## src/hw/ex_pkg.sv

```systemverilog
package ex_pkg;

    // issue width, the flush priority logic assumes two lanes
    localparam int NUM_LANES = 2;
    localparam int REG_ADDR_W = 5;

    // opcode as delivered by dispatch
    typedef enum logic [7:0] {
        OP_NOP  = 8'h00,
        OP_ADD  = 8'h01,
        OP_SUB  = 8'h02,
        OP_AND  = 8'h03,
        OP_OR   = 8'h04,
        OP_XOR  = 8'h05,
        OP_SLL  = 8'h06,
        OP_SRL  = 8'h07,
        OP_SRA  = 8'h08,
        OP_SLT  = 8'h09,
        OP_SLTU = 8'h0a,
        // branches and jumps
        OP_BEQ  = 8'h40,
        OP_BNE  = 8'h41,
        OP_BLT  = 8'h42,
        OP_BGE  = 8'h43,
        OP_BLTU = 8'h44,
        OP_BGEU = 8'h45,
        OP_B    = 8'h46,
        OP_BL   = 8'h47
    } alu_op_e;

    typedef enum logic [3:0] {
        FN_ADD  = 4'd0,
        FN_SUB  = 4'd1,
        FN_AND  = 4'd2,
        FN_OR   = 4'd3,
        FN_XOR  = 4'd4,
        FN_SLL  = 4'd5,
        FN_SRL  = 4'd6,
        FN_SRA  = 4'd7,
        FN_SLT  = 4'd8,
        FN_SLTU = 4'd9,
        FN_LINK = 4'd10
    } alu_func_e;

    typedef enum logic [2:0] {
        BR_NONE   = 3'd0,
        BR_EQ     = 3'd1,
        BR_NE     = 3'd2,
        BR_LT     = 3'd3,
        BR_GE     = 3'd4,
        BR_LTU    = 3'd5,
        BR_GEU    = 3'd6,
        BR_ALWAYS = 3'd7
    } br_cond_e;

endpackage

```

## src/hw/ex_decode.sv

```systemverilog
`timescale 1ns/1ps

module ex_decode import ex_pkg::*; (
    input  alu_op_e   aluop_i,
    output alu_func_e func_o,
    output br_cond_e  cond_o,
    output logic      is_branch_o,
    output logic      link_o
);

    always_comb begin
        // unknown opcodes fall through as a plain add
        func_o      = FN_ADD;
        cond_o      = BR_NONE;
        is_branch_o = 1'b0;
        link_o      = 1'b0;
        case (aluop_i)
            OP_ADD:  func_o = FN_ADD;
            OP_SUB:  func_o = FN_SUB;
            OP_AND:  func_o = FN_AND;
            OP_OR:   func_o = FN_OR;
            OP_XOR:  func_o = FN_XOR;
            OP_SLL:  func_o = FN_SLL;
            OP_SRL:  func_o = FN_SRL;
            OP_SRA:  func_o = FN_SRA;
            OP_SLT:  func_o = FN_SLT;
            OP_SLTU: func_o = FN_SLTU;
            OP_BEQ: begin
                cond_o      = BR_EQ;
                is_branch_o = 1'b1;
            end
            OP_BNE: begin
                cond_o      = BR_NE;
                is_branch_o = 1'b1;
            end
            OP_BLT: begin
                cond_o      = BR_LT;
                is_branch_o = 1'b1;
            end
            OP_BGE: begin
                cond_o      = BR_GE;
                is_branch_o = 1'b1;
            end
            OP_BLTU: begin
                cond_o      = BR_LTU;
                is_branch_o = 1'b1;
            end
            OP_BGEU: begin
                cond_o      = BR_GEU;
                is_branch_o = 1'b1;
            end
            OP_B: begin
                cond_o      = BR_ALWAYS;
                is_branch_o = 1'b1;
            end
            // jump and link, result is the return address
            OP_BL: begin
                func_o      = FN_LINK;
                cond_o      = BR_ALWAYS;
                is_branch_o = 1'b1;
                link_o      = 1'b1;
            end
            default: ;
        endcase
    end

endmodule

```

## src/hw/ex_alu_lane.sv

```systemverilog
`timescale 1ns/1ps

module ex_alu_lane import ex_pkg::*; #(
    parameter int XLEN = 32
) (
    input  logic            valid_i,
    input  logic [XLEN-1:0] pc_i,
    input  logic [XLEN-1:0] src0_i,
    input  logic [XLEN-1:0] src1_i,
    input  logic [XLEN-1:0] imm_i,
    input  alu_func_e       func_i,
    input  br_cond_e        cond_i,
    input  logic            is_branch_i,
    input  logic            pred_taken_i,
    input  logic [XLEN-1:0] pred_addr_i,
    output logic [XLEN-1:0] result_o,
    output logic            mispredict_o,
    output logic [XLEN-1:0] target_o
);

    localparam int SHAMT_W = $clog2(XLEN);

    logic [SHAMT_W-1:0] shamt;
    logic               eq;
    logic               lt_s;
    logic               lt_u;
    logic               cond_true;
    logic               taken;
    logic [XLEN-1:0]    seq_pc;
    logic [XLEN-1:0]    jump_pc;

    assign shamt   = src1_i[SHAMT_W-1:0];
    assign eq      = (src0_i == src1_i);
    assign lt_s    = ($signed(src0_i) < $signed(src1_i));
    assign lt_u    = (src0_i < src1_i);
    assign seq_pc  = pc_i + XLEN'(4);
    assign jump_pc = pc_i + imm_i;

    always_comb begin
        case (func_i)
            FN_ADD:  result_o = src0_i + src1_i;
            FN_SUB:  result_o = src0_i - src1_i;
            FN_AND:  result_o = src0_i & src1_i;
            FN_OR:   result_o = src0_i | src1_i;
            FN_XOR:  result_o = src0_i ^ src1_i;
            FN_SLL:  result_o = src0_i << shamt;
            FN_SRL:  result_o = src0_i >> shamt;
            FN_SRA:  result_o = $signed(src0_i) >>> shamt;
            FN_SLT:  result_o = {{(XLEN-1){1'b0}}, lt_s};
            FN_SLTU: result_o = {{(XLEN-1){1'b0}}, lt_u};
            FN_LINK: result_o = seq_pc;
            default: result_o = src0_i + src1_i;
        endcase
    end

    always_comb begin
        case (cond_i)
            BR_EQ:     cond_true = eq;
            BR_NE:     cond_true = !eq;
            BR_LT:     cond_true = lt_s;
            BR_GE:     cond_true = !lt_s;
            BR_LTU:    cond_true = lt_u;
            BR_GEU:    cond_true = !lt_u;
            BR_ALWAYS: cond_true = 1'b1;
            default:   cond_true = 1'b0;
        endcase
    end

    assign taken    = is_branch_i && cond_true;
    assign target_o = taken ? jump_pc : seq_pc;

    // wrong direction, or right direction but wrong address
    assign mispredict_o = valid_i &&
                          ((taken != pred_taken_i) || (taken && (target_o != pred_addr_i)));

endmodule

```

## src/hw/ex_commit.sv

```systemverilog
`timescale 1ns/1ps

module ex_commit import ex_pkg::*; #(
    parameter int XLEN = 32
) (
    input  logic                                 clk,
    input  logic                                 rst_n_i,
    input  logic                                 flush_i,
    input  logic                                 pause_i,
    input  logic [NUM_LANES-1:0]                 valid_i,
    input  logic [NUM_LANES-1:0][XLEN-1:0]       pc_i,
    input  alu_op_e [NUM_LANES-1:0]              aluop_i,
    input  logic [NUM_LANES-1:0]                 write_en_i,
    input  logic [NUM_LANES-1:0][REG_ADDR_W-1:0] write_addr_i,
    input  logic [NUM_LANES-1:0][XLEN-1:0]       result_i,
    input  logic [NUM_LANES-1:0]                 mispredict_i,
    input  logic [NUM_LANES-1:0][XLEN-1:0]       target_i,
    output logic                                 branch_flush_o,
    output logic [XLEN-1:0]                      branch_target_o,
    output logic [NUM_LANES-1:0]                 mem_valid_o,
    output logic [NUM_LANES-1:0][XLEN-1:0]       mem_pc_o,
    output alu_op_e [NUM_LANES-1:0]              mem_aluop_o,
    output logic [NUM_LANES-1:0]                 mem_write_en_o,
    output logic [NUM_LANES-1:0][REG_ADDR_W-1:0] mem_write_addr_o,
    output logic [NUM_LANES-1:0][XLEN-1:0]       mem_write_data_o
);

    // younger lane is dropped when the older one redirects
    logic [NUM_LANES-1:0] squash;

    assign squash = {mispredict_i[0], 1'b0};

    // lane 0 is older, so its target wins
    assign branch_flush_o  = (|mispredict_i) && !pause_i;
    assign branch_target_o = mispredict_i[0] ? target_i[0] : target_i[1];

    always_ff @(posedge clk) begin
        if (!rst_n_i || flush_i) begin
            for (int l = 0; l < NUM_LANES; l++) begin
                mem_valid_o[l]      <= 1'b0;
                mem_pc_o[l]         <= '0;
                mem_aluop_o[l]      <= OP_NOP;
                mem_write_en_o[l]   <= 1'b0;
                mem_write_addr_o[l] <= '0;
                mem_write_data_o[l] <= '0;
            end
        end else if (!pause_i) begin
            for (int l = 0; l < NUM_LANES; l++) begin
                if (squash[l]) begin
                    mem_valid_o[l]      <= 1'b0;
                    mem_pc_o[l]         <= '0;
                    mem_aluop_o[l]      <= OP_NOP;
                    mem_write_en_o[l]   <= 1'b0;
                    mem_write_addr_o[l] <= '0;
                    mem_write_data_o[l] <= '0;
                end else begin
                    mem_valid_o[l]      <= valid_i[l];
                    mem_pc_o[l]         <= pc_i[l];
                    mem_aluop_o[l]      <= aluop_i[l];
                    mem_write_en_o[l]   <= write_en_i[l];
                    mem_write_addr_o[l] <= write_addr_i[l];
                    mem_write_data_o[l] <= result_i[l];
                end
            end
        end
        // paused, register holds
    end

endmodule

```

## src/hw/ex_stage.sv

```systemverilog
`timescale 1ns/1ps

module ex_stage import ex_pkg::*; #(
    parameter int XLEN = 32
) (
    input  logic                                 clk,
    input  logic                                 rst_n_i,
    input  logic                                 flush_i,
    input  logic                                 pause_i,
    // from dispatch
    input  logic [NUM_LANES-1:0]                 valid_i,
    input  logic [NUM_LANES-1:0][XLEN-1:0]       pc_i,
    input  alu_op_e [NUM_LANES-1:0]              aluop_i,
    input  logic [NUM_LANES-1:0][XLEN-1:0]       src0_i,
    input  logic [NUM_LANES-1:0][XLEN-1:0]       src1_i,
    input  logic [NUM_LANES-1:0][XLEN-1:0]       imm_i,
    input  logic [NUM_LANES-1:0]                 reg_write_en_i,
    input  logic [NUM_LANES-1:0][REG_ADDR_W-1:0] reg_write_addr_i,
    input  logic [NUM_LANES-1:0]                 pred_taken_i,
    input  logic [NUM_LANES-1:0][XLEN-1:0]       pred_addr_i,
    // forwarding back to dispatch
    output logic [NUM_LANES-1:0]                 fwd_write_en_o,
    output logic [NUM_LANES-1:0][REG_ADDR_W-1:0] fwd_write_addr_o,
    output logic [NUM_LANES-1:0][XLEN-1:0]       fwd_write_data_o,
    // redirect to the pipeline controller
    output logic                                 branch_flush_o,
    output logic [XLEN-1:0]                      branch_target_o,
    // to memory stage
    output logic [NUM_LANES-1:0]                 mem_valid_o,
    output logic [NUM_LANES-1:0][XLEN-1:0]       mem_pc_o,
    output alu_op_e [NUM_LANES-1:0]              mem_aluop_o,
    output logic [NUM_LANES-1:0]                 mem_write_en_o,
    output logic [NUM_LANES-1:0][REG_ADDR_W-1:0] mem_write_addr_o,
    output logic [NUM_LANES-1:0][XLEN-1:0]       mem_write_data_o
);

    alu_func_e [NUM_LANES-1:0]           func;
    br_cond_e [NUM_LANES-1:0]            cond;
    logic [NUM_LANES-1:0]                is_branch;
    logic [NUM_LANES-1:0]                link;
    logic [NUM_LANES-1:0]                lane_we;
    logic [NUM_LANES-1:0][XLEN-1:0]      result;
    logic [NUM_LANES-1:0]                mispredict;
    logic [NUM_LANES-1:0][XLEN-1:0]      target;

    for (genvar l = 0; l < NUM_LANES; l++) begin : g_lane
        ex_decode u_decode (
            .aluop_i     (aluop_i[l]),
            .func_o      (func[l]),
            .cond_o      (cond[l]),
            .is_branch_o (is_branch[l]),
            .link_o      (link[l])
        );

        ex_alu_lane #(.XLEN(XLEN)) u_lane (
            .valid_i      (valid_i[l]),
            .pc_i         (pc_i[l]),
            .src0_i       (src0_i[l]),
            .src1_i       (src1_i[l]),
            .imm_i        (imm_i[l]),
            .func_i       (func[l]),
            .cond_i       (cond[l]),
            .is_branch_i  (is_branch[l]),
            .pred_taken_i (pred_taken_i[l]),
            .pred_addr_i  (pred_addr_i[l]),
            .result_o     (result[l]),
            .mispredict_o (mispredict[l]),
            .target_o     (target[l])
        );

        // only linking jumps write a register among branches
        assign lane_we[l] = reg_write_en_i[l] && (!is_branch[l] || link[l]);
    end

    assign fwd_write_en_o   = lane_we;
    assign fwd_write_addr_o = reg_write_addr_i;
    assign fwd_write_data_o = result;

    ex_commit #(.XLEN(XLEN)) u_commit (
        .clk              (clk),
        .rst_n_i          (rst_n_i),
        .flush_i          (flush_i),
        .pause_i          (pause_i),
        .valid_i          (valid_i),
        .pc_i             (pc_i),
        .aluop_i          (aluop_i),
        .write_en_i       (lane_we),
        .write_addr_i     (reg_write_addr_i),
        .result_i         (result),
        .mispredict_i     (mispredict),
        .target_i         (target),
        .branch_flush_o   (branch_flush_o),
        .branch_target_o  (branch_target_o),
        .mem_valid_o      (mem_valid_o),
        .mem_pc_o         (mem_pc_o),
        .mem_aluop_o      (mem_aluop_o),
        .mem_write_en_o   (mem_write_en_o),
        .mem_write_addr_o (mem_write_addr_o),
        .mem_write_data_o (mem_write_data_o)
    );

endmodule

```

## config.mk

```make
export PLATFORM = sky130hd
export DESIGN_NAME = ex_stage
export DESIGN_NICKNAME = d
export VERILOG_FILES = /design/src/hw/ex_pkg.sv /design/src/hw/ex_decode.sv /design/src/hw/ex_alu_lane.sv /design/src/hw/ex_commit.sv /design/src/hw/ex_stage.sv
export SDC_FILE = /design/constraint.sdc
export NUM_CORES = 2
export LEC_CHECK = 0
export CAP_MARGIN = 15
export CELL_PAD_IN_SITES_DETAIL_PLACEMENT = 0
export CELL_PAD_IN_SITES_GLOBAL_PLACEMENT = 2
export CORE_AREA = 2 2 257 322
export CTS_CLUSTER_SIZE = 25
export DETAILED_ROUTE_END_ITERATION = 10
export DIE_AREA = 0 0 259 324
export DONT_BUFFER_PORTS = 1
export PLACE_DENSITY_LB_ADDON = 0.08
export SYNTH_ARGS = -nofsm -noshare
export SYNTH_HDL_FRONTEND = slang
export SYNTH_SLANG_ARGS = --single-unit
```

## constraint.sdc

```tcl
create_clock -name clk -period 10.8 [get_ports clk]
set_input_delay 1.62 -clock clk [delete_from_list [all_inputs] [get_ports clk]]
set_output_delay 1.62 -clock clk [all_outputs]
set_load 0.005 [all_outputs]
```

# Word level (Yosys, flattened, before mapping)

Cells that the tools add are included.

Logic and storage cells: 158
Output and inout port bits: 267
Bits in latches: 0
Bits in read-only memories: 0
Input port bits: 356
Flip-flop bits (word level): 158
Memories kept: 0
Memory bits (writable): 0

Equality and inequality tests: 74
Multipliers: 0
Magnitude comparators: 4
Divide/modulo/power cells: 0
Mux-type cells: 21
Add/subtract/negate cells: 8
Reduce and logical (&&, ||, !) cells: 29
Bitwise gates (word level): 6
Shift-type cells: 6

Operator list:

| cell                                           | number |
|---|---|
| one-hot mux 32 bit (10 select lines)           | 2 |
| 2-to-1 mux 32 bit                              | 5 |
| adder 32 bit                                   | 4 |
| == test 8 x 7 -> 1 bit (second input constant) | 16 |
| less-than comparator 32 bit                    | 4 |
| one-hot mux 4 bit (10 select lines)            | 2 |
| adder 32 x 3 -> 32 bit (second input constant) | 2 |
| AND 32 bit                                     | 2 |
| == test 32 bit                                 | 2 |
| == test 8 x 3 -> 1 bit (second input constant) | 8 |
| inequality test 32 bit                         | 2 |
| bitwise OR 32 bit                              | 2 |
| << shifter 32 x 5 -> 32 bit                    | 2 |
| right shift 32 x 5 -> 32 bit                   | 2 |
| >>> shifter 32 x 5 -> 32 bit                   | 2 |
| subtractor 32 bit                              | 2 |
| bitwise XOR 32 bit                             | 2 |
| == test 8 x 4 -> 1 bit (second input constant) | 6 |
| one-hot mux 3 bit (7 select lines)             | 2 |
| == test 4 x 3 -> 1 bit (second input constant) | 8 |
| == test 8 x 2 -> 1 bit (second input constant) | 4 |
| == test 3 bit (second input constant)          | 8 |
| == test 4 bit (second input constant)          | 6 |
| == test 4 x 2 -> 1 bit (second input constant) | 4 |
| other kinds (13)                               | 49 |

# Longest topological paths before layout

Depth in word-level cells: 13
Mapped depth: 24
Gate-level depth less buffers: 17

# By module

Synthesis repeated with hierarchy kept, for this count alone.

Cell total of the unflattened synthesis: 4223
Area total of the unflattened synthesis: 30234.0 µm²

Modules (own cells, without submodules):

| module                          | cells an instance | times used | area each (µm²) |
|---|---|---|---|
| ex_alu_lane at g_lane[0].u_lane | 1796              | 1          | 12270.5 |
| ex_alu_lane at g_lane[1].u_lane | 1705              | 1          | 11109.4 |
| ex_commit                       | 644               | 1          | 6356.1 |
| ex_decode                       | 32                | 2          | 200.2 |
| ex_stage                        | 14                | 1          | 97.6 |

# Worst setup path after synthesis

OpenSTA, ideal clock, no wires.

Kind: input to output
Start: in src1_i[2] (netlist bit)
End: out branch_target_o[10]
Path slack: 2262 ps
Path buffers: 8
Stages on the path: 23
Arrival time: 6918 ps
Cells stage by stage: inv_1 -> clkbuf_1 -> clkbuf_1 -> clkbuf_1 -> buf_1 -> ha_1 -> buf_2 -> nor3b_1 -> o31a_1 -> o31a_1 -> o31ai_1 -> nand4_1 -> a2111o_1 -> and3_1 -> clkbuf_1 -> nand3b_1 -> o31a_1 -> nor4_1 -> nand4b_1 -> o31ai_2 -> buf_6 -> buf_6 -> mux2i_1

Word-level cells in the longest chain between the ends: 10
Elaborated cells on any way between the ends: 15
Those cells by class: 2 x order compare; 3 x eq/ne; 3 x mux; 7 x reduce/logical

RTL lines:

| element                                                   | RTL line                                                | text |
|---|---|---|
| start: declaration                                        | ex_stage.sv:15                                          | `input logic [NUM_LANES-1:0][XLEN-1:0] src1_i,` |
| less-than comparator 32 bit, or another cell as far along | ex_alu_lane.sv:35                                       | `assign lt_u = (src0_i < src1_i);` |
| zero test 1 bit, on equally long branches                 | ex_alu_lane.sv:63, ex_alu_lane.sv:59, ex_alu_lane.sv:61 |  |
| one-hot mux 1 bit (7 select lines) (*)                    | ex_alu_lane.sv:57                                       | `case (cond_i)` |
| logical AND 1 bit (*)                                     | ex_alu_lane.sv:69                                       | `assign taken = is_branch_i && cond_true;` |
| 2-to-1 mux 32 bit                                         | ex_alu_lane.sv:70                                       | `assign target_o = taken ? jump_pc : seq_pc;` |
| inequality test 32 bit                                    | ex_alu_lane.sv:74                                       | `((taken != pred_taken_i) \|\| (taken && (target_o != pred_addr_i)));` |
| logical AND 1 bit                                         | ex_alu_lane.sv:74                                       |  |
| logical OR 1 bit                                          | ex_alu_lane.sv:74                                       |  |
| logical AND 1 bit                                         | ex_alu_lane.sv:73                                       | `assign mispredict_o = valid_i &&` |
| 2-to-1 mux 32 bit (*)                                     | ex_commit.sv:35                                         | `assign branch_target_o = mispredict_i[0] ? target_i[0] : target_i[1];` |
| end: declaration                                          | ex_stage.sv:27                                          | `output logic [XLEN-1:0] branch_target_o,` |

Mark *: on every way between the ends. The rest lies on a longest branch, timed or not.

# Worst setup path after layout

Start: in src1_i[3] (netlist bit)
End: out branch_target_o[26]

The elaborated chain is that of the path after synthesis.

==> results.md <==
• **result of the run** finished, final reports clean
• **post-synthesis instance area** 29700 µm²
• **clock power share** 25.4%
• **Core Rows** 117
• **transition time of the tightest slew-check pin** 1.16 ns
• **wire length of the first global-routing pass** 238 mm
• **fraction of the yosys area taken by sequential cells** 10.7%
• **Critical Path Fanout Max** 83
• **total routing resource utilization after global routing** 39.2%
• **Root Driver** clkbuf_16
• **depth of the CTS H-tree** 4
• **final design instance area without fill** 30800 µm²
• **vias** 33467
• **count of max-cap constraint violations** 0
• **part of the power in combinational logic** 51.4%
• **Synth area leader** ha_1
• **DRC violation count after routing** 0
• **CTS max path bufs** 2
• **Flop pwr share** 23.2%
• **number of buffers added by the clock tree synthesis step** 17
• **kind of critical path** primary input to output port
• **Crit-path slowest cell** buf_4
• **placed wire-length estimate** 140 mm
• **clock skew** 0 ns
• **most common library cells after synthesis** nor2_1 (544), a21oi_1 (349), nand2_1 (319)
• **Period Utilization, post-route** 84.2%
• **initial antenna violation count** 9
• **minimum clock period** 9.10 ns
• **final net count** 4586
• **post-placement cell count** 5017
• **Worst Hold Class** register to register
• **share of Yosys cell area claimed by the top area cell type** 10.9%
• **Post-Synthesis Mean Instance Area** 7.05 µm²
• **setup repair after global routing missed its margin** no
• **number of global-route vias before repair** 32096
• **Worst Hold Margin** 0.490 ns
• **clock latency at the later pin of the worst-skew pair** 0.50 ns
• **FFs w/ async S/R, synth** 0%
• **EDFF count, synth** 0
• **post-layout util** 38.0%
• **starting density of the core** 36.7%
• **clk sink count** 158
• **final slew viol count** 0
• **floorplan core area** 81000 µm²
• **ordered list of cells on the worst path** inv_2 -> ha_1 -> nor3b_1 -> o31a_1 -> o31a_1 -> o31ai_1 -> and3_1 -> a2111o_1 -> and3_2 -> buf_4 -> and2_1 -> a211oi_1 -> nor4_1 -> nand4b_1 -> o31ai_4 -> buf_4 -> mux2_1
• **count of synthesis-stage warnings from yosys** 0
• **Hold-fix buffers, CTS** 0
• **number of synthesized register bits** 158
• **maximum clock frequency** 110 MHz
• **element type at the critical path end** output port
• **number of vias per cell** 6.62
• **Synthesized Nets** 4828
• **overall power consumption** 2.69 mW
• **Placed Instance Area** 30200 µm²
• **gp weighted congestion** 1.06
• **dominant synthesized flop cell** dfxtp_1
• **average wire length per cell after detail routing** 34.0 µm
• **Overflow after GRT** 0
• **Hold Violations, Final** 0
• **placement-stage worst setup slack** 1.81 ns
• **areal power density over the cells** 87.5 nW/µm²
• **number of non-filler instances in the completed layout** 5055
• **Critical Path AT** 7.48 ns
• **number of DRC violations after detailed-routing iteration 0** 3366
• **static leakage** 12.6 nW
• **top-level I/O count** 623
• **fraction of final layout cells with drive strength greater than 1** 5.45%
• **largest net degree at the start of global routing** 90
• **top cells by area in the synthesized netlist** ha_1 (11%), dfxtp_1 (11%), mux2i_1 (7.8%)
• **Fill cells** 8763
• **PortBufs** 0
• **most frequent cell after synthesis** nor2_1
• **clock tree from TritonCTS** done
• **required time worst endpoint** 9.18 ns
• **ANT nets after route** 0
• **Max stage delay on crit path** 0.74 ns
• **Relative slew margins** 22.5%
• **peak supply drop** 145 µV
• **die extent in y** 324 µm
• **synthesis-to-layout area growth** 3.72%
• **final WL** 172 mm
• **number of detailed-routing iterations run before antenna repair** 6
• **cell count after synthesis** 4208
• **P_int** 1.40 mW
• **final setup margin** 1.70 ns
• **net switching share of the total power** 48.0%
• **final total negative setup slack** 0 ns
• **width of the die** 259 µm
• **Post-CTS Setup Bufs** 0
• **Startpoint Class** primary input
• **count of final setup violators** 0
• **Die Footprint** 83900 µm²
• **power spent charging and discharging nets** 1.29 mW
• **distinct cell type count of the synthesized netlist** 87
• **clock transition time at the flip-flop clock pins of the worst setup and hold paths** 0.07 ns
• **# resized after CTS** 0
==> final timing paths <==
check                                                  start                                         end  slack, ns  cells past startpoint
setup reg to reg  u_commit.mem_write_data_o[16]$_SDFFE_PP0N_  u_commit.mem_write_data_o[16]$_SDFFE_PP0N_      10.02                      2
hold reg to reg   u_commit.mem_write_data_o[22]$_SDFFE_PP0N_  u_commit.mem_write_data_o[22]$_SDFFE_PP0N_       0.49                      2
hold / removal    u_commit.mem_write_data_o[22]$_SDFFE_PP0N_  u_commit.mem_write_data_o[22]$_SDFFE_PP0N_       0.49                      2
setup / recovery                                   src1_i[3]                         branch_target_o[26]       1.70                     17
==> power by group through the flow <==
stage	Sequential [mW]	Clock, mW	Combinational [mW]
floorplan	0.631	0	0.964
global placement	0.640	0	1.36
detailed placement	0.640	0	1.35
CTS	0.626	0.697	1.36
global route	0.629	0.713	1.48
finish	0.626	0.684	1.38
==> worst max-delay path: cells and delay by family <==
kind | cells | cell delay (ns)
AND/OR/NAND/NOR | 6 | 1.71
multiplexers | 1 | 0.43
adder cells (fa/ha/maj) | 1 | 0.35
AO/OA/AOI/OAI | 6 | 1.54
buffers and inverters | 3 | 1.68
==> cell families after synthesis <==
logic type	synth area share, %
adder cells (fa/ha/maj)	11.3
flip-flops	10.7
AND/OR/NAND/NOR	20.8
buffers and inverters	7.32
XOR/XNOR	5.00
AO/OA/AOI/OAI	32.0
multiplexers	12.9
==> area by class of cell <==
| class | count | area [µm²] | share of cell area, % |
|---|---|---|---|
| antenna | 5 | 12.5 | 0.0406 |
| clock buffer | 18 | 439 | 1.43 |
| clock inverter | 14 | 141 | 0.459 |
| inverter | 238 | 893 | 2.90 |
| multi-input combinational | 3504 | 24400 | 79.4 |
| sequential | 158 | 3160 | 10.3 |
| tap | 1071 | 1340 | 4.35 |
| timing repair buffer | 47 | 350 | 1.14 |
==> layer usage <==
layer | track usage (%) | routed length, µm | part of all wire [%]
met2 | 67.7 | 82700 | 48
met3 | 9.17 | 12600 | 7.3
met4 | 32.6 | 16400 | 9.6
met5 | 0 | 28 | 0.016
met1 | 40.3 | 60000 | 35
==> flip-flops by register name (all words and copies together) (netlist names) <==
signal	flops
u_commit.mem_valid_o	2
u_commit.mem_pc_o	64
u_commit.mem_write_en_o	2
u_commit.mem_write_data_o	64
u_commit.mem_aluop_o	16
u_commit.mem_write_addr_o	10
==> cells in the final DEF, fill, tap and decap left out, types with 39 or more instances in the layout <==
cell and count:
nand2_1 319, a22oi_1 43, o21ai_0 290, a21oi_1 349, a21o_1 72, and2_1 40, mux2i_1 232, nand3_1 71
nor2_1 541, xnor2_1 95, mux4_2 55, a221oi_1 42, xor2_1 72, o21bai_1 39, a31oi_1 40, dfxtp_1 158
inv_1 231, nand2b_1 49, a211oi_1 62, o22ai_1 49, o211ai_1 55, nor3_1 88, buf_4 46, ha_1 258
a32o_1 81
Note: power is estimated with default switching activity, not from simulation.
